### src/rtl/issuePkg.sv
`default_nettype none

package issuePkg;

    localparam int PREG_W = 5;
    localparam int DATA_W = 16;
    localparam int ROB_W = 4;

    typedef struct packed {
        logic dir;
        logic [ROB_W-1:0] idx;
    } RobIdx;

    typedef enum logic [1:0] {
        LI,
        ADD,
        SUB,
        XOR
    } AluOp;

    typedef enum logic {
        RUN,
        FLUSH
    } CtrlState;

    typedef struct packed {
        AluOp op;
        logic [PREG_W-1:0] rd;
        logic [PREG_W-1:0] rs1;
        logic [PREG_W-1:0] rs2;
        logic [DATA_W-1:0] imm;
        RobIdx robIdx;
    } MicroOp;

    typedef struct packed {
        AluOp op;
        logic [PREG_W-1:0] rd;
        logic [DATA_W-1:0] a;
        logic [DATA_W-1:0] b;
        logic [DATA_W-1:0] imm;
        RobIdx robIdx;
    } IssueOp;

    // Shared by writeback and wakeup
    typedef struct packed {
        logic valid;
        logic [PREG_W-1:0] rd;
        logic [DATA_W-1:0] data;
        RobIdx robIdx;
    } WbBus;

    // True when a was allocated after b, a differing dir bit means the index wrapped
    function automatic logic isYounger(RobIdx a, RobIdx b);
        return (a.dir ^ b.dir) ^ (a.idx > b.idx);
    endfunction

endpackage

`default_nettype wire

### src/rtl/issueBank.sv
`default_nettype none

module issueBank #(
    parameter int DEPTH = 8,
    localparam int CNT_W = $clog2(DEPTH + 1)
) (
    input  logic clk,
    input  logic rst,
    input  logic dispValid_i,
    input  issuePkg::MicroOp dispOp_i,
    input  logic src1Ready_i,
    input  logic src2Ready_i,
    input  issuePkg::WbBus wakeup_i,
    input  logic flush_i,
    input  issuePkg::RobIdx flushIdx_i,
    output logic issueValid_o,
    output issuePkg::MicroOp issueOp_o,
    output logic [CNT_W-1:0] freedCount_o
);
    import issuePkg::*;

    localparam int IDX_W = (DEPTH > 1) ? $clog2(DEPTH) : 1;

    MicroOp entry [DEPTH];
    logic [DEPTH-1:0] valid;
    logic [DEPTH-1:0] rdy1;
    logic [DEPTH-1:0] rdy2;
    logic [DEPTH-1:0] ready;
    logic [DEPTH-1:0] younger;
    logic [DEPTH-1:0] freeMask;
    logic [DEPTH-1:0] clearMask;
    logic [IDX_W-1:0] freeIdx;
    logic [IDX_W-1:0] selIdx;
    logic selFound;
    RobIdx selRob;
    logic full;

    assign ready = valid & rdy1 & rdy2;
    assign full = &valid;

    // Lowest invalid entry takes the next dispatch
    always_comb begin
        freeMask = '0;
        freeIdx = '0;
        for (int i = DEPTH - 1; i >= 0; i--) begin
            if (!valid[i]) begin
                freeIdx = IDX_W'(i);
            end
        end
        freeMask[freeIdx] = ~full;
    end

    always_comb begin
        selFound = 1'b0;
        selIdx = '0;
        selRob = '0;
        for (int i = 0; i < DEPTH; i++) begin
            if (ready[i] && (!selFound || isYounger(selRob, entry[i].robIdx))) begin
                selFound = 1'b1;
                selIdx = IDX_W'(i);
                selRob = entry[i].robIdx;
            end
        end
    end

    assign issueValid_o = selFound & ~flush_i;
    assign issueOp_o = entry[selIdx];

    always_comb begin
        for (int i = 0; i < DEPTH; i++) begin
            younger[i] = isYounger(entry[i].robIdx, flushIdx_i);
        end
    end

    // A flush frees every younger entry at once, otherwise only the issued one leaves
    always_comb begin
        clearMask = '0;
        if (flush_i) begin
            clearMask = valid & younger;
        end else if (issueValid_o) begin
            clearMask[selIdx] = 1'b1;
        end
    end

    always_comb begin
        freedCount_o = '0;
        for (int i = 0; i < DEPTH; i++) begin
            freedCount_o = freedCount_o + CNT_W'(clearMask[i]);
        end
    end

    always_ff @(posedge clk or posedge rst) begin
        if (rst) begin
            valid <= '0;
        end else begin
            valid <= (valid & ~clearMask) | (dispValid_i ? freeMask : '0);
        end
    end

    always_ff @(posedge clk) begin
        if (dispValid_i) begin
            entry[freeIdx] <= dispOp_i;
        end
        for (int i = 0; i < DEPTH; i++) begin
            if (dispValid_i && freeMask[i]) begin
                rdy1[i] <= src1Ready_i;
                rdy2[i] <= src2Ready_i;
            end else begin
                rdy1[i] <= rdy1[i] | (wakeup_i.valid && wakeup_i.rd == entry[i].rs1);
                rdy2[i] <= rdy2[i] | (wakeup_i.valid && wakeup_i.rd == entry[i].rs2);
            end
        end
    end

    // The dispatcher's credit count must keep it out of a full bank
    assert property (@(posedge clk) disable iff (rst) dispValid_i |-> !full)
        else $error("Dispatch into a full issue bank");

    // An older ready entry must still be waiting once the flush cycle is over
    assert property (@(posedge clk) disable iff (rst)
        flush_i && selFound && !younger[selIdx] |=> valid[$past(selIdx)])
        else $error("Issue during flush");

endmodule

`default_nettype wire

### src/rtl/creditCounter.sv
`default_nettype none

module creditCounter #(
    parameter int DEPTH = 8,
    localparam int CNT_W = $clog2(DEPTH + 1)
) (
    input  logic clk,
    input  logic rst,
    input  logic [CNT_W-1:0] freedCount_i,
    output logic creditRet_o
);

    // Wide enough to show an overflow past DEPTH
    localparam int PEND_W = $clog2(2 * DEPTH + 1);

    logic [PEND_W-1:0] pending;

    assign creditRet_o = (pending != '0);

    always_ff @(posedge clk or posedge rst) begin
        if (rst) begin
            pending <= '0;
        end else begin
            pending <= pending + PEND_W'(freedCount_i) - PEND_W'(creditRet_o);
        end
    end

    // Bank slots plus credits still held by the dispatcher never exceed DEPTH
    assert property (@(posedge clk) disable iff (rst) pending <= PEND_W'(DEPTH))
        else $error("Pending credits exceed bank depth");

endmodule

`default_nettype wire

### src/rtl/flushCtrl.sv
`default_nettype none

module flushCtrl (
    input  logic clk,
    input  logic rst,
    input  logic redirect_i,
    input  issuePkg::RobIdx redirectIdx_i,
    output logic flush_o,
    output issuePkg::RobIdx flushIdx_o,
    output logic redirectDone_o
);
    import issuePkg::*;

    CtrlState state;
    CtrlState stateNext;
    RobIdx idxQ;

    always_comb begin
        stateNext = state;
        unique case (state)
            RUN: begin
                if (redirect_i) begin
                    stateNext = FLUSH;
                end
            end
            FLUSH: stateNext = RUN;      // Flush always lasts one cycle
            default: stateNext = RUN;
        endcase
    end

    always_ff @(posedge clk or posedge rst) begin
        if (rst) begin
            state <= RUN;
        end else begin
            state <= stateNext;
        end
    end

    always_ff @(posedge clk) begin
        if (state == RUN && redirect_i) begin
            idxQ <= redirectIdx_i;
        end
    end

    assign flush_o = (state == FLUSH);
    assign redirectDone_o = (state == FLUSH);
    assign flushIdx_o = idxQ;

    // The dispatcher waits for redirectDone_o before another redirect
    assert property (@(posedge clk) disable iff (rst) state == FLUSH |-> !redirect_i)
        else $error("Redirect received during flush");

endmodule

`default_nettype wire

### src/rtl/physRegFile.sv
`default_nettype none

module physRegFile (
    input  logic clk,
    input  logic rst,
    input  logic [issuePkg::PREG_W-1:0] rs1_i,
    input  logic [issuePkg::PREG_W-1:0] rs2_i,
    output logic [issuePkg::DATA_W-1:0] a_o,
    output logic [issuePkg::DATA_W-1:0] b_o,
    input  logic dispValid_i,
    input  issuePkg::MicroOp dispOp_i,
    output logic src1Ready_o,
    output logic src2Ready_o,
    input  issuePkg::WbBus wb_i
);
    import issuePkg::*;

    localparam int NREG = 1 << PREG_W;

    logic [DATA_W-1:0] regs [NREG];
    logic [NREG-1:0] busy;
    logic hasSrc;

    always_ff @(posedge clk or posedge rst) begin
        if (rst) begin
            for (int i = 0; i < NREG; i++) begin
                regs[i] <= '0;
            end
        end else if (wb_i.valid) begin
            regs[wb_i.rd] <= wb_i.data;
        end
    end

    // Dispatch comes after writeback so a new writer to the same rd stays busy
    always_ff @(posedge clk or posedge rst) begin
        if (rst) begin
            busy <= '0;
        end else begin
            if (wb_i.valid) begin
                busy[wb_i.rd] <= 1'b0;
            end
            if (dispValid_i) begin
                busy[dispOp_i.rd] <= 1'b1;
            end
        end
    end

    assign a_o = (wb_i.valid && wb_i.rd == rs1_i) ? wb_i.data : regs[rs1_i];
    assign b_o = (wb_i.valid && wb_i.rd == rs2_i) ? wb_i.data : regs[rs2_i];

    assign hasSrc = (dispOp_i.op != LI);     // LI reads no registers
    assign src1Ready_o = !hasSrc || !busy[dispOp_i.rs1] ||
                         (wb_i.valid && wb_i.rd == dispOp_i.rs1);
    assign src2Ready_o = !hasSrc || !busy[dispOp_i.rs2] ||
                         (wb_i.valid && wb_i.rd == dispOp_i.rs2);

endmodule

`default_nettype wire

### src/rtl/execPipe.sv
`default_nettype none

module execPipe #(
    parameter int LATENCY = 2
) (
    input  logic clk,
    input  logic rst,
    input  logic issueValid_i,
    input  issuePkg::IssueOp issueOp_i,
    input  logic flush_i,
    input  issuePkg::RobIdx flushIdx_i,
    output issuePkg::WbBus wb_o
);
    import issuePkg::*;

    typedef struct packed {
        logic [PREG_W-1:0] rd;
        logic [DATA_W-1:0] data;
        RobIdx robIdx;
    } StageData;

    logic [DATA_W-1:0] result;
    logic [LATENCY-1:0] stageValid;
    logic [LATENCY-1:0] kill;
    StageData stage [LATENCY];

    always_comb begin
        unique case (issueOp_i.op)
            LI: result = issueOp_i.imm;
            ADD: result = issueOp_i.a + issueOp_i.b;
            SUB: result = issueOp_i.a - issueOp_i.b;
            XOR: result = issueOp_i.a ^ issueOp_i.b;
            default: result = '0;
        endcase
    end

    always_comb begin
        for (int i = 0; i < LATENCY; i++) begin
            kill[i] = flush_i && isYounger(stage[i].robIdx, flushIdx_i);
        end
    end

    // The pipe never stalls, so dropping an op as it moves on is enough
    always_ff @(posedge clk or posedge rst) begin
        if (rst) begin
            stageValid <= '0;
        end else begin
            stageValid[0] <= issueValid_i;
            for (int i = 1; i < LATENCY; i++) begin
                stageValid[i] <= stageValid[i-1] & ~kill[i-1];
            end
        end
    end

    always_ff @(posedge clk) begin
        stage[0] <= '{rd: issueOp_i.rd, data: result, robIdx: issueOp_i.robIdx};
        for (int i = 1; i < LATENCY; i++) begin
            stage[i] <= stage[i-1];
        end
    end

    assign wb_o = '{valid: stageValid[LATENCY-1] & ~kill[LATENCY-1],
                    rd: stage[LATENCY-1].rd,
                    data: stage[LATENCY-1].data,
                    robIdx: stage[LATENCY-1].robIdx};

endmodule

`default_nettype wire

### src/rtl/issueTop.sv
`default_nettype none

module issueTop #(
    parameter int DEPTH = 8,
    parameter int LATENCY = 2
) (
    input  logic clk,
    input  logic rst,
    input  logic dispValid_i,
    input  issuePkg::MicroOp dispOp_i,
    input  logic redirect_i,
    input  issuePkg::RobIdx redirectIdx_i,
    output logic creditRet_o,
    output logic redirectDone_o,
    output issuePkg::WbBus wb_o
);
    import issuePkg::*;

    localparam int CNT_W = $clog2(DEPTH + 1);

    logic src1Ready;
    logic src2Ready;
    logic issueValid;
    MicroOp issueSel;
    IssueOp issueOp;
    logic [DATA_W-1:0] opA;
    logic [DATA_W-1:0] opB;
    logic flush;
    RobIdx flushIdx;
    logic [CNT_W-1:0] freedCount;

    issueBank #(.DEPTH(DEPTH)) bank (
        .clk(clk), .rst(rst),
        .dispValid_i(dispValid_i), .dispOp_i(dispOp_i),
        .src1Ready_i(src1Ready), .src2Ready_i(src2Ready),
        .wakeup_i(wb_o),
        .flush_i(flush), .flushIdx_i(flushIdx),
        .issueValid_o(issueValid), .issueOp_o(issueSel),
        .freedCount_o(freedCount)
    );

    creditCounter #(.DEPTH(DEPTH)) credits (
        .clk(clk), .rst(rst),
        .freedCount_i(freedCount),
        .creditRet_o(creditRet_o)
    );

    flushCtrl flushControl (
        .clk(clk), .rst(rst),
        .redirect_i(redirect_i), .redirectIdx_i(redirectIdx_i),
        .flush_o(flush), .flushIdx_o(flushIdx),
        .redirectDone_o(redirectDone_o)
    );

    physRegFile regFile (
        .clk(clk), .rst(rst),
        .rs1_i(issueSel.rs1), .rs2_i(issueSel.rs2),
        .a_o(opA), .b_o(opB),
        .dispValid_i(dispValid_i), .dispOp_i(dispOp_i),
        .src1Ready_o(src1Ready), .src2Ready_o(src2Ready),
        .wb_i(wb_o)
    );

    // Operands join the selected op on its way into the pipe
    assign issueOp = '{op: issueSel.op, rd: issueSel.rd, a: opA, b: opB,
                       imm: issueSel.imm, robIdx: issueSel.robIdx};

    execPipe #(.LATENCY(LATENCY)) pipe (
        .clk(clk), .rst(rst),
        .issueValid_i(issueValid), .issueOp_i(issueOp),
        .flush_i(flush), .flushIdx_i(flushIdx),
        .wb_o(wb_o)
    );

endmodule

`default_nettype wire

### config.mk
export PLATFORM = sky130hd
export DESIGN_NAME = issueTop
export DESIGN_NICKNAME = d
export VERILOG_FILES = /design/src/rtl/issuePkg.sv /design/src/rtl/issueBank.sv /design/src/rtl/creditCounter.sv /design/src/rtl/flushCtrl.sv /design/src/rtl/physRegFile.sv /design/src/rtl/execPipe.sv /design/src/rtl/issueTop.sv
export SDC_FILE = /design/constraint.sdc
export NUM_CORES = 2
export LEC_CHECK = 0
export BUFFER_PORTS_ARGS = -buffer_cell sky130_fd_sc_hd__buf_2
export CORE_ASPECT_RATIO = 1.5
export CORE_MARGIN = 3
export CORE_UTILIZATION = 38
export DETAILED_ROUTE_END_ITERATION = 8
export PLACE_DENSITY_LB_ADDON = 0.2
export REMOVE_ABC_BUFFERS = 1
export SLEW_MARGIN = 20
export SYNTH_ARGS = -nofsm -noshare
export SYNTH_HDL_FRONTEND = slang
export SYNTH_SLANG_ARGS = --single-unit
### constraint.sdc
create_clock -name clk -period 18.5 [get_ports clk]
set_input_delay 0.925 -clock clk [delete_from_list [all_inputs] [get_ports clk]]
set_output_delay 0.925 -clock clk [all_outputs]
set_load 0.02 [all_outputs]
[Word-level counts from Yosys, hierarchy flattened]
Memory sizes are Yosys's and may differ from the RTL's.
Index checks and enable logic that the tools add are counted.
Cells by class
  $add $sub $neg: 11
  multiply operators: 0
  divide/modulo/power cells: 0
  $lt $le $gt $ge: 31
  eq/ne operators: 23
  shifts and indexed selects: 0
  muxes and demuxes: 79
  bitwise operators: 71
  reductions and logical operators: 68
Operator list (number)
  512-bit bitwise mux: 1
  16-bit binary-select mux with 5-bit select: 2
  16-bit 2-to-1 mux: 7
  5-bit equality test: 20
  16-bit demux with 5-bit select: 1
  4-bit > comparator: 17
  32-bit 2-to-1 mux: 2
  16-bit case mux with 4 select lines: 1
  1-bit logical AND: 43
  8-bit AND: 5
  3-bit 2-to-1 mux: 12
  5-bit 2-to-1 mux: 7
  1-bit 2-to-1 mux: 34
  1-bit bitwise XOR: 34
  32-bit AND: 1
  32-bit NOT: 1
  32-bit OR: 1
  4-bit by 1-bit adder with 4-bit output: 6
  5-bit by 6-bit < comparator with 1-bit output (second input constant): 4
  8-bit 2-to-1 mux: 3
  6-bit >= comparator (second input constant): 3
  5-bit NOT with 6-bit output: 3
  16-bit adder: 1
  1-bit OR: 16
  other kinds (26): 58
Word-level totals
  register bits: 581
  latch bits: 0
  bits in writable memories: 356
  bits in read-only memories: 0
  input port bits: 47
  output and inout bits: 29
  word-level logic and storage cells: 326
  memories kept: 2
Memory list
  bank.entry: words 8, bits a word 38, rd ports 9, clocked after memory_dff 0, wr ports 1, line issueBank.sv:24  | MicroOp entry [DEPTH];
  pipe.stage: words 2, bits a word 26, rd ports 2, clocked after memory_dff 0, wr ports 2, line execPipe.sv:25  | StageData stage [LATENCY];

[Logic depth before layout (Yosys ltp)]
  depth after elaboration: 53
  depth in mapped cells: 110
  gate-level depth less buffers: 101

[By module]
Synthesis repeated with hierarchy kept, for this count alone.
Unflattened totals
  cell total of the unflattened synthesis: 3670
  area, all modules: 49456.2 um^2
By module, submodules not included
  physRegFile: instances 1, cells an instance 2086, area each 29477.0 um^2, seq. area each 13613.1 um^2
  issueBank: instances 1, cells an instance 1189, area each 16245.6 um^2, seq. area each 9649.3 um^2
  execPipe: instances 1, cells an instance 343, area each 3140.5 um^2, seq. area each 1091.0 um^2
  creditCounter: instances 1, cells an instance 43, area each 392.9 um^2, seq. area each 125.1 um^2
  flushCtrl: instances 1, cells an instance 9, area each 200.2 um^2, seq. area each 175.2 um^2

[Least setup slack after synthesis]
No wires, ideal clock.
  kind: register to register
  start: register bank.valid[0]
  end: memory pipe.stage[0][20] (netlist name)
  setup time: 146 ps
  arrival time: 19664 ps
  data required time: 18354 ps
  slack: -1310 ps
  stages on the path, launching flop included: 101
  path buffers: 10
  clock period less this slack: 19810 ps
  cell sequence: dfrtp_1 and3_1 buf_4 and2_2 ha_1 nor2b_1 o211ai_1 a21oi_1 xnor2_1 a21oi_1 mux2_2 ha_1 nor2b_1 o211ai_1 a21oi_1 xor2_1 or4_1 and3_1 [65 not listed] a21boi_0 o21ai_0 nand2b_1 and2_1 o21ai_0 nand2b_1 a21o_1 a21o_1 a21o_1 a21o_1 a31oi_1 o21a_1 nand2_1 a2111o_1 o311a_1 o211ai_1 a2111o_1 o211ai_2
RTL lines
  start, declared: line issueBank.sv:25  | logic [DEPTH-1:0] valid;
  start signal, assigned: line issueBank.sv:96  | valid <= (valid & ~clearMask) | (dispValid_i ? freeMask : '0);
  end, declared: line execPipe.sv:25

==> impl_metrics.tcl <==
set metrics [dict create \
    clk_pin_slew_worst_paths_ns 0.06 \
    drv_slew 0 \
    numCtsBuffers 98 \
    yosys-top-cells-area "dfrtp_1, edfxtp_1, mux2_2" \
    crit_type "reg -> reg" \
    grt_antenna_before_repair 5 \
    clock_latency_ns 0.73 \
    min_period_over_period_pct 99.5 \
    cts_tree "yes" \
    ant_nets 0 \
    grt_pass1_wl_mm 292 \
    htree_levels 3 \
    core.rowCount 165 \
    synth_compound_area_share_pct 10.8 \
    firstDrtPassIters 8 \
    grt_pass1_vias 43400 \
    outcome "completed" \
    yosysSeqAreaShare_pct 47.5 \
    async_flop_share_pct 59.8 \
    drive_gt1_share_pct 30.6 \
    die_h_um 459 \
    gp_congestion 0.934 \
    drtIter0Drc 3720 \
    cp.required_ns 19.09 \
    yosysTopAreaCell "dfrtp_1" \
    timing.fmax_ghz 0.0544 \
    max_slew_margin_pct 27.1 \
    fin_util_pct 46.4 \
    synth_mux_area_share_pct 15.9 \
    clock_sinks 937 \
    numPortBuffers 75 \
    synthAdderAreaFrac_pct 2.59 \
    netlist_top_cells_count "nand2_1, dfrtp_1, mux2_2" \
    fin_crit_ns 18.40 \
    grt_max_degree 156 \
    multi_input_area_um2 26300 \
    crit_slowest_cell "or4_4" \
    synth_edf_count 309 \
    ys.flop_type "dfrtp_1" \
    synth_xor_area_share_pct 2.89 \
    fill_cells 12500 \
    avgSynthCellArea_um2 10.3 \
    wl_per_cell_um 27.8 \
    timing_hold_violations_final 0 \
    yosys.area_share.simple_pct 15.7 \
    syn2layout_area_growth_pct 20.9 \
    initial_core_util_pct 38.4 \
    hold_path_class "reg -> reg" \
    dp_hpwl_mm 133 \
    worst_slew_pin_slew_ns 1.09 \
    mappedNetlistArea_um2 51900 \
    die_x_um 308 \
    cpPeakStageDelay_ns 0.52 \
    netlist.area_leader.share_pct 27.0 \
    cp_max_fo 8 \
    rsz0062_at_grt "yes" \
    synthCells 5024 \
    drc_errors 0 \
    core_area_um2 135000 \
    num_vias 43200 \
    ys.warnings.count 0 \
    seqCellArea_um2 24700 \
    cp-end-kind "flop" \
    cts-root-buf "clkbuf_16" \
    ios 76 \
    synth-seq-cells 937 \
    final-setup-viol-count 0 \
    clock_skew_ns 0.0352 \
    worstPathArrival_ns 18.99 \
    maxCapViolations 0 \
    yosysMostFrequentCell "nand2_1" \
    grt-ovfl-total 0 \
    ys_types 137 \
    grt_usage_pct 27.9 \
    max-clock-path-buffers 3 \
    die-area_um2 141000 \
    viasPerCell 5.92 \
    fin_nets 5616 \
    wl_mm 203 \
    start_kind "flop" \
    cp_common_cell "a21oi_2" \
    synth_top_family_by_area "multiplexers" \
]
## critical path, delay by kind of cell (launching register included)
kind	cells	cell delay, ns
DFF	1	0.38
buffers and inverters	10	1.47
AOI/OAI and AO/OA	44	7.56
and+or+nand+nor	28	4.45
muxes	4	1.03
adders and majority gates	9	2.37
xor gates and xnor gates	6	0.96
## cell families after synthesis
logic type | after synthesis
compound gates | 795
simple gates | 1778
flops | 937
xor+xnor | 170
buf+inv | 507
fa+ha+maj | 104
mux | 733
## final cells by class
type | count | area share [%]
antenna | 3 | 0.0120
clock buffer | 152 | 4.73
clock inverter | 29 | 0.574
inverter | 126 | 0.765
multi-input combinational | 3584 | 41.9
sequential | 937 | 39.3
tap | 1753 | 3.49
timing repair buffer | 718 | 9.30
## placed cells by master, fill, tap and decap left out, drive strengths merged, types with 137 or more instances in the layout
cell    netlist  layout
nand2       947     948
o21ai       147     147
a21oi       196     196
nor2        137     137
clkbuf      183     156
mux2        520     520
edfxtp      309     309
nand3       388     388
dfrtp       560     560
mux2i       192     192
buf         198     714
## sequential cells by signal (all words and copies together) (netlist names), 2 cells and up
register                 count
bank.valid                   8
flushControl.flushIdx_o      5
bank.entry                 304
pipe.stageValid              2
bank.rdy1                    8
pipe.stage                  52
regFile.busy                32
regFile.regs               512
bank.rdy2                    8
credits.pending              5
## metal layers
layer / GRT usage [%] / vias up / part of all wire (%)
li1: - / 19000 / -
met1: 30.9 / 21700 / 36
met2: 48.3 / 1915 / 49
met3: 4.20 / 696 / 6.3
met4: 20.4 / 2 / 8.9
met5: 0 / - / 0.0059
## per-stage QoR
stage,setup TNS (ns),instances,setup slack [ns],hold WS [ns],instance area [um^2]
floorplan,-86.66,4643,-6.81,0.310,50000
global placement,-3.99,7011,-1.23,0.310,57100
detailed placement,-7.35,7012,-1.72,0.312,57100
global route,-1.62,7299,-0.844,0.329,62800
CTS,0,7240,0.00439,0.325,61300
finish,0,7302,0.101,0.322,62800
## what timing repair did
action | in CTS | in global routing
hold buffers | 0 | 0
setup endpoints to repair | 12 | 11
gates cloned | 3 | 7
gates resized for setup | 83 | 204
buffers inserted | 45 | 55
pin swaps | 57 | 88
## final timing paths
| kind | from | to | slack, ns | cells after the start |
|---|---|---|---|---|
| hold reg to reg | pipe.stage[0][15]$_DFF_P_ | pipe.stage[0][41]$_DFF_P_ | 0.32 | 0 |
| setup / recovery | bank.valid[0]$_DFF_PP0_ | pipe.stage[0][20]$_DFF_P_ | 0.10 | 101 |
| max in group asynchronous | rst | regFile.regs[240]$_DFFE_PP0P_ | 14.28 | 6 |
| min in group asynchronous | rst | regFile.regs[39]$_DFFE_PP0P_ | 0.38 | 2 |
| hold / removal | pipe.stage[0][15]$_DFF_P_ | pipe.stage[0][41]$_DFF_P_ | 0.32 | 0 |
| setup reg to reg | bank.valid[0]$_DFF_PP0_ | pipe.stage[0][20]$_DFF_P_ | 0.10 | 101 |
Power is not shown: default switching activity piles up to over one toggle a cycle in this logic, so the estimate is an artifact.
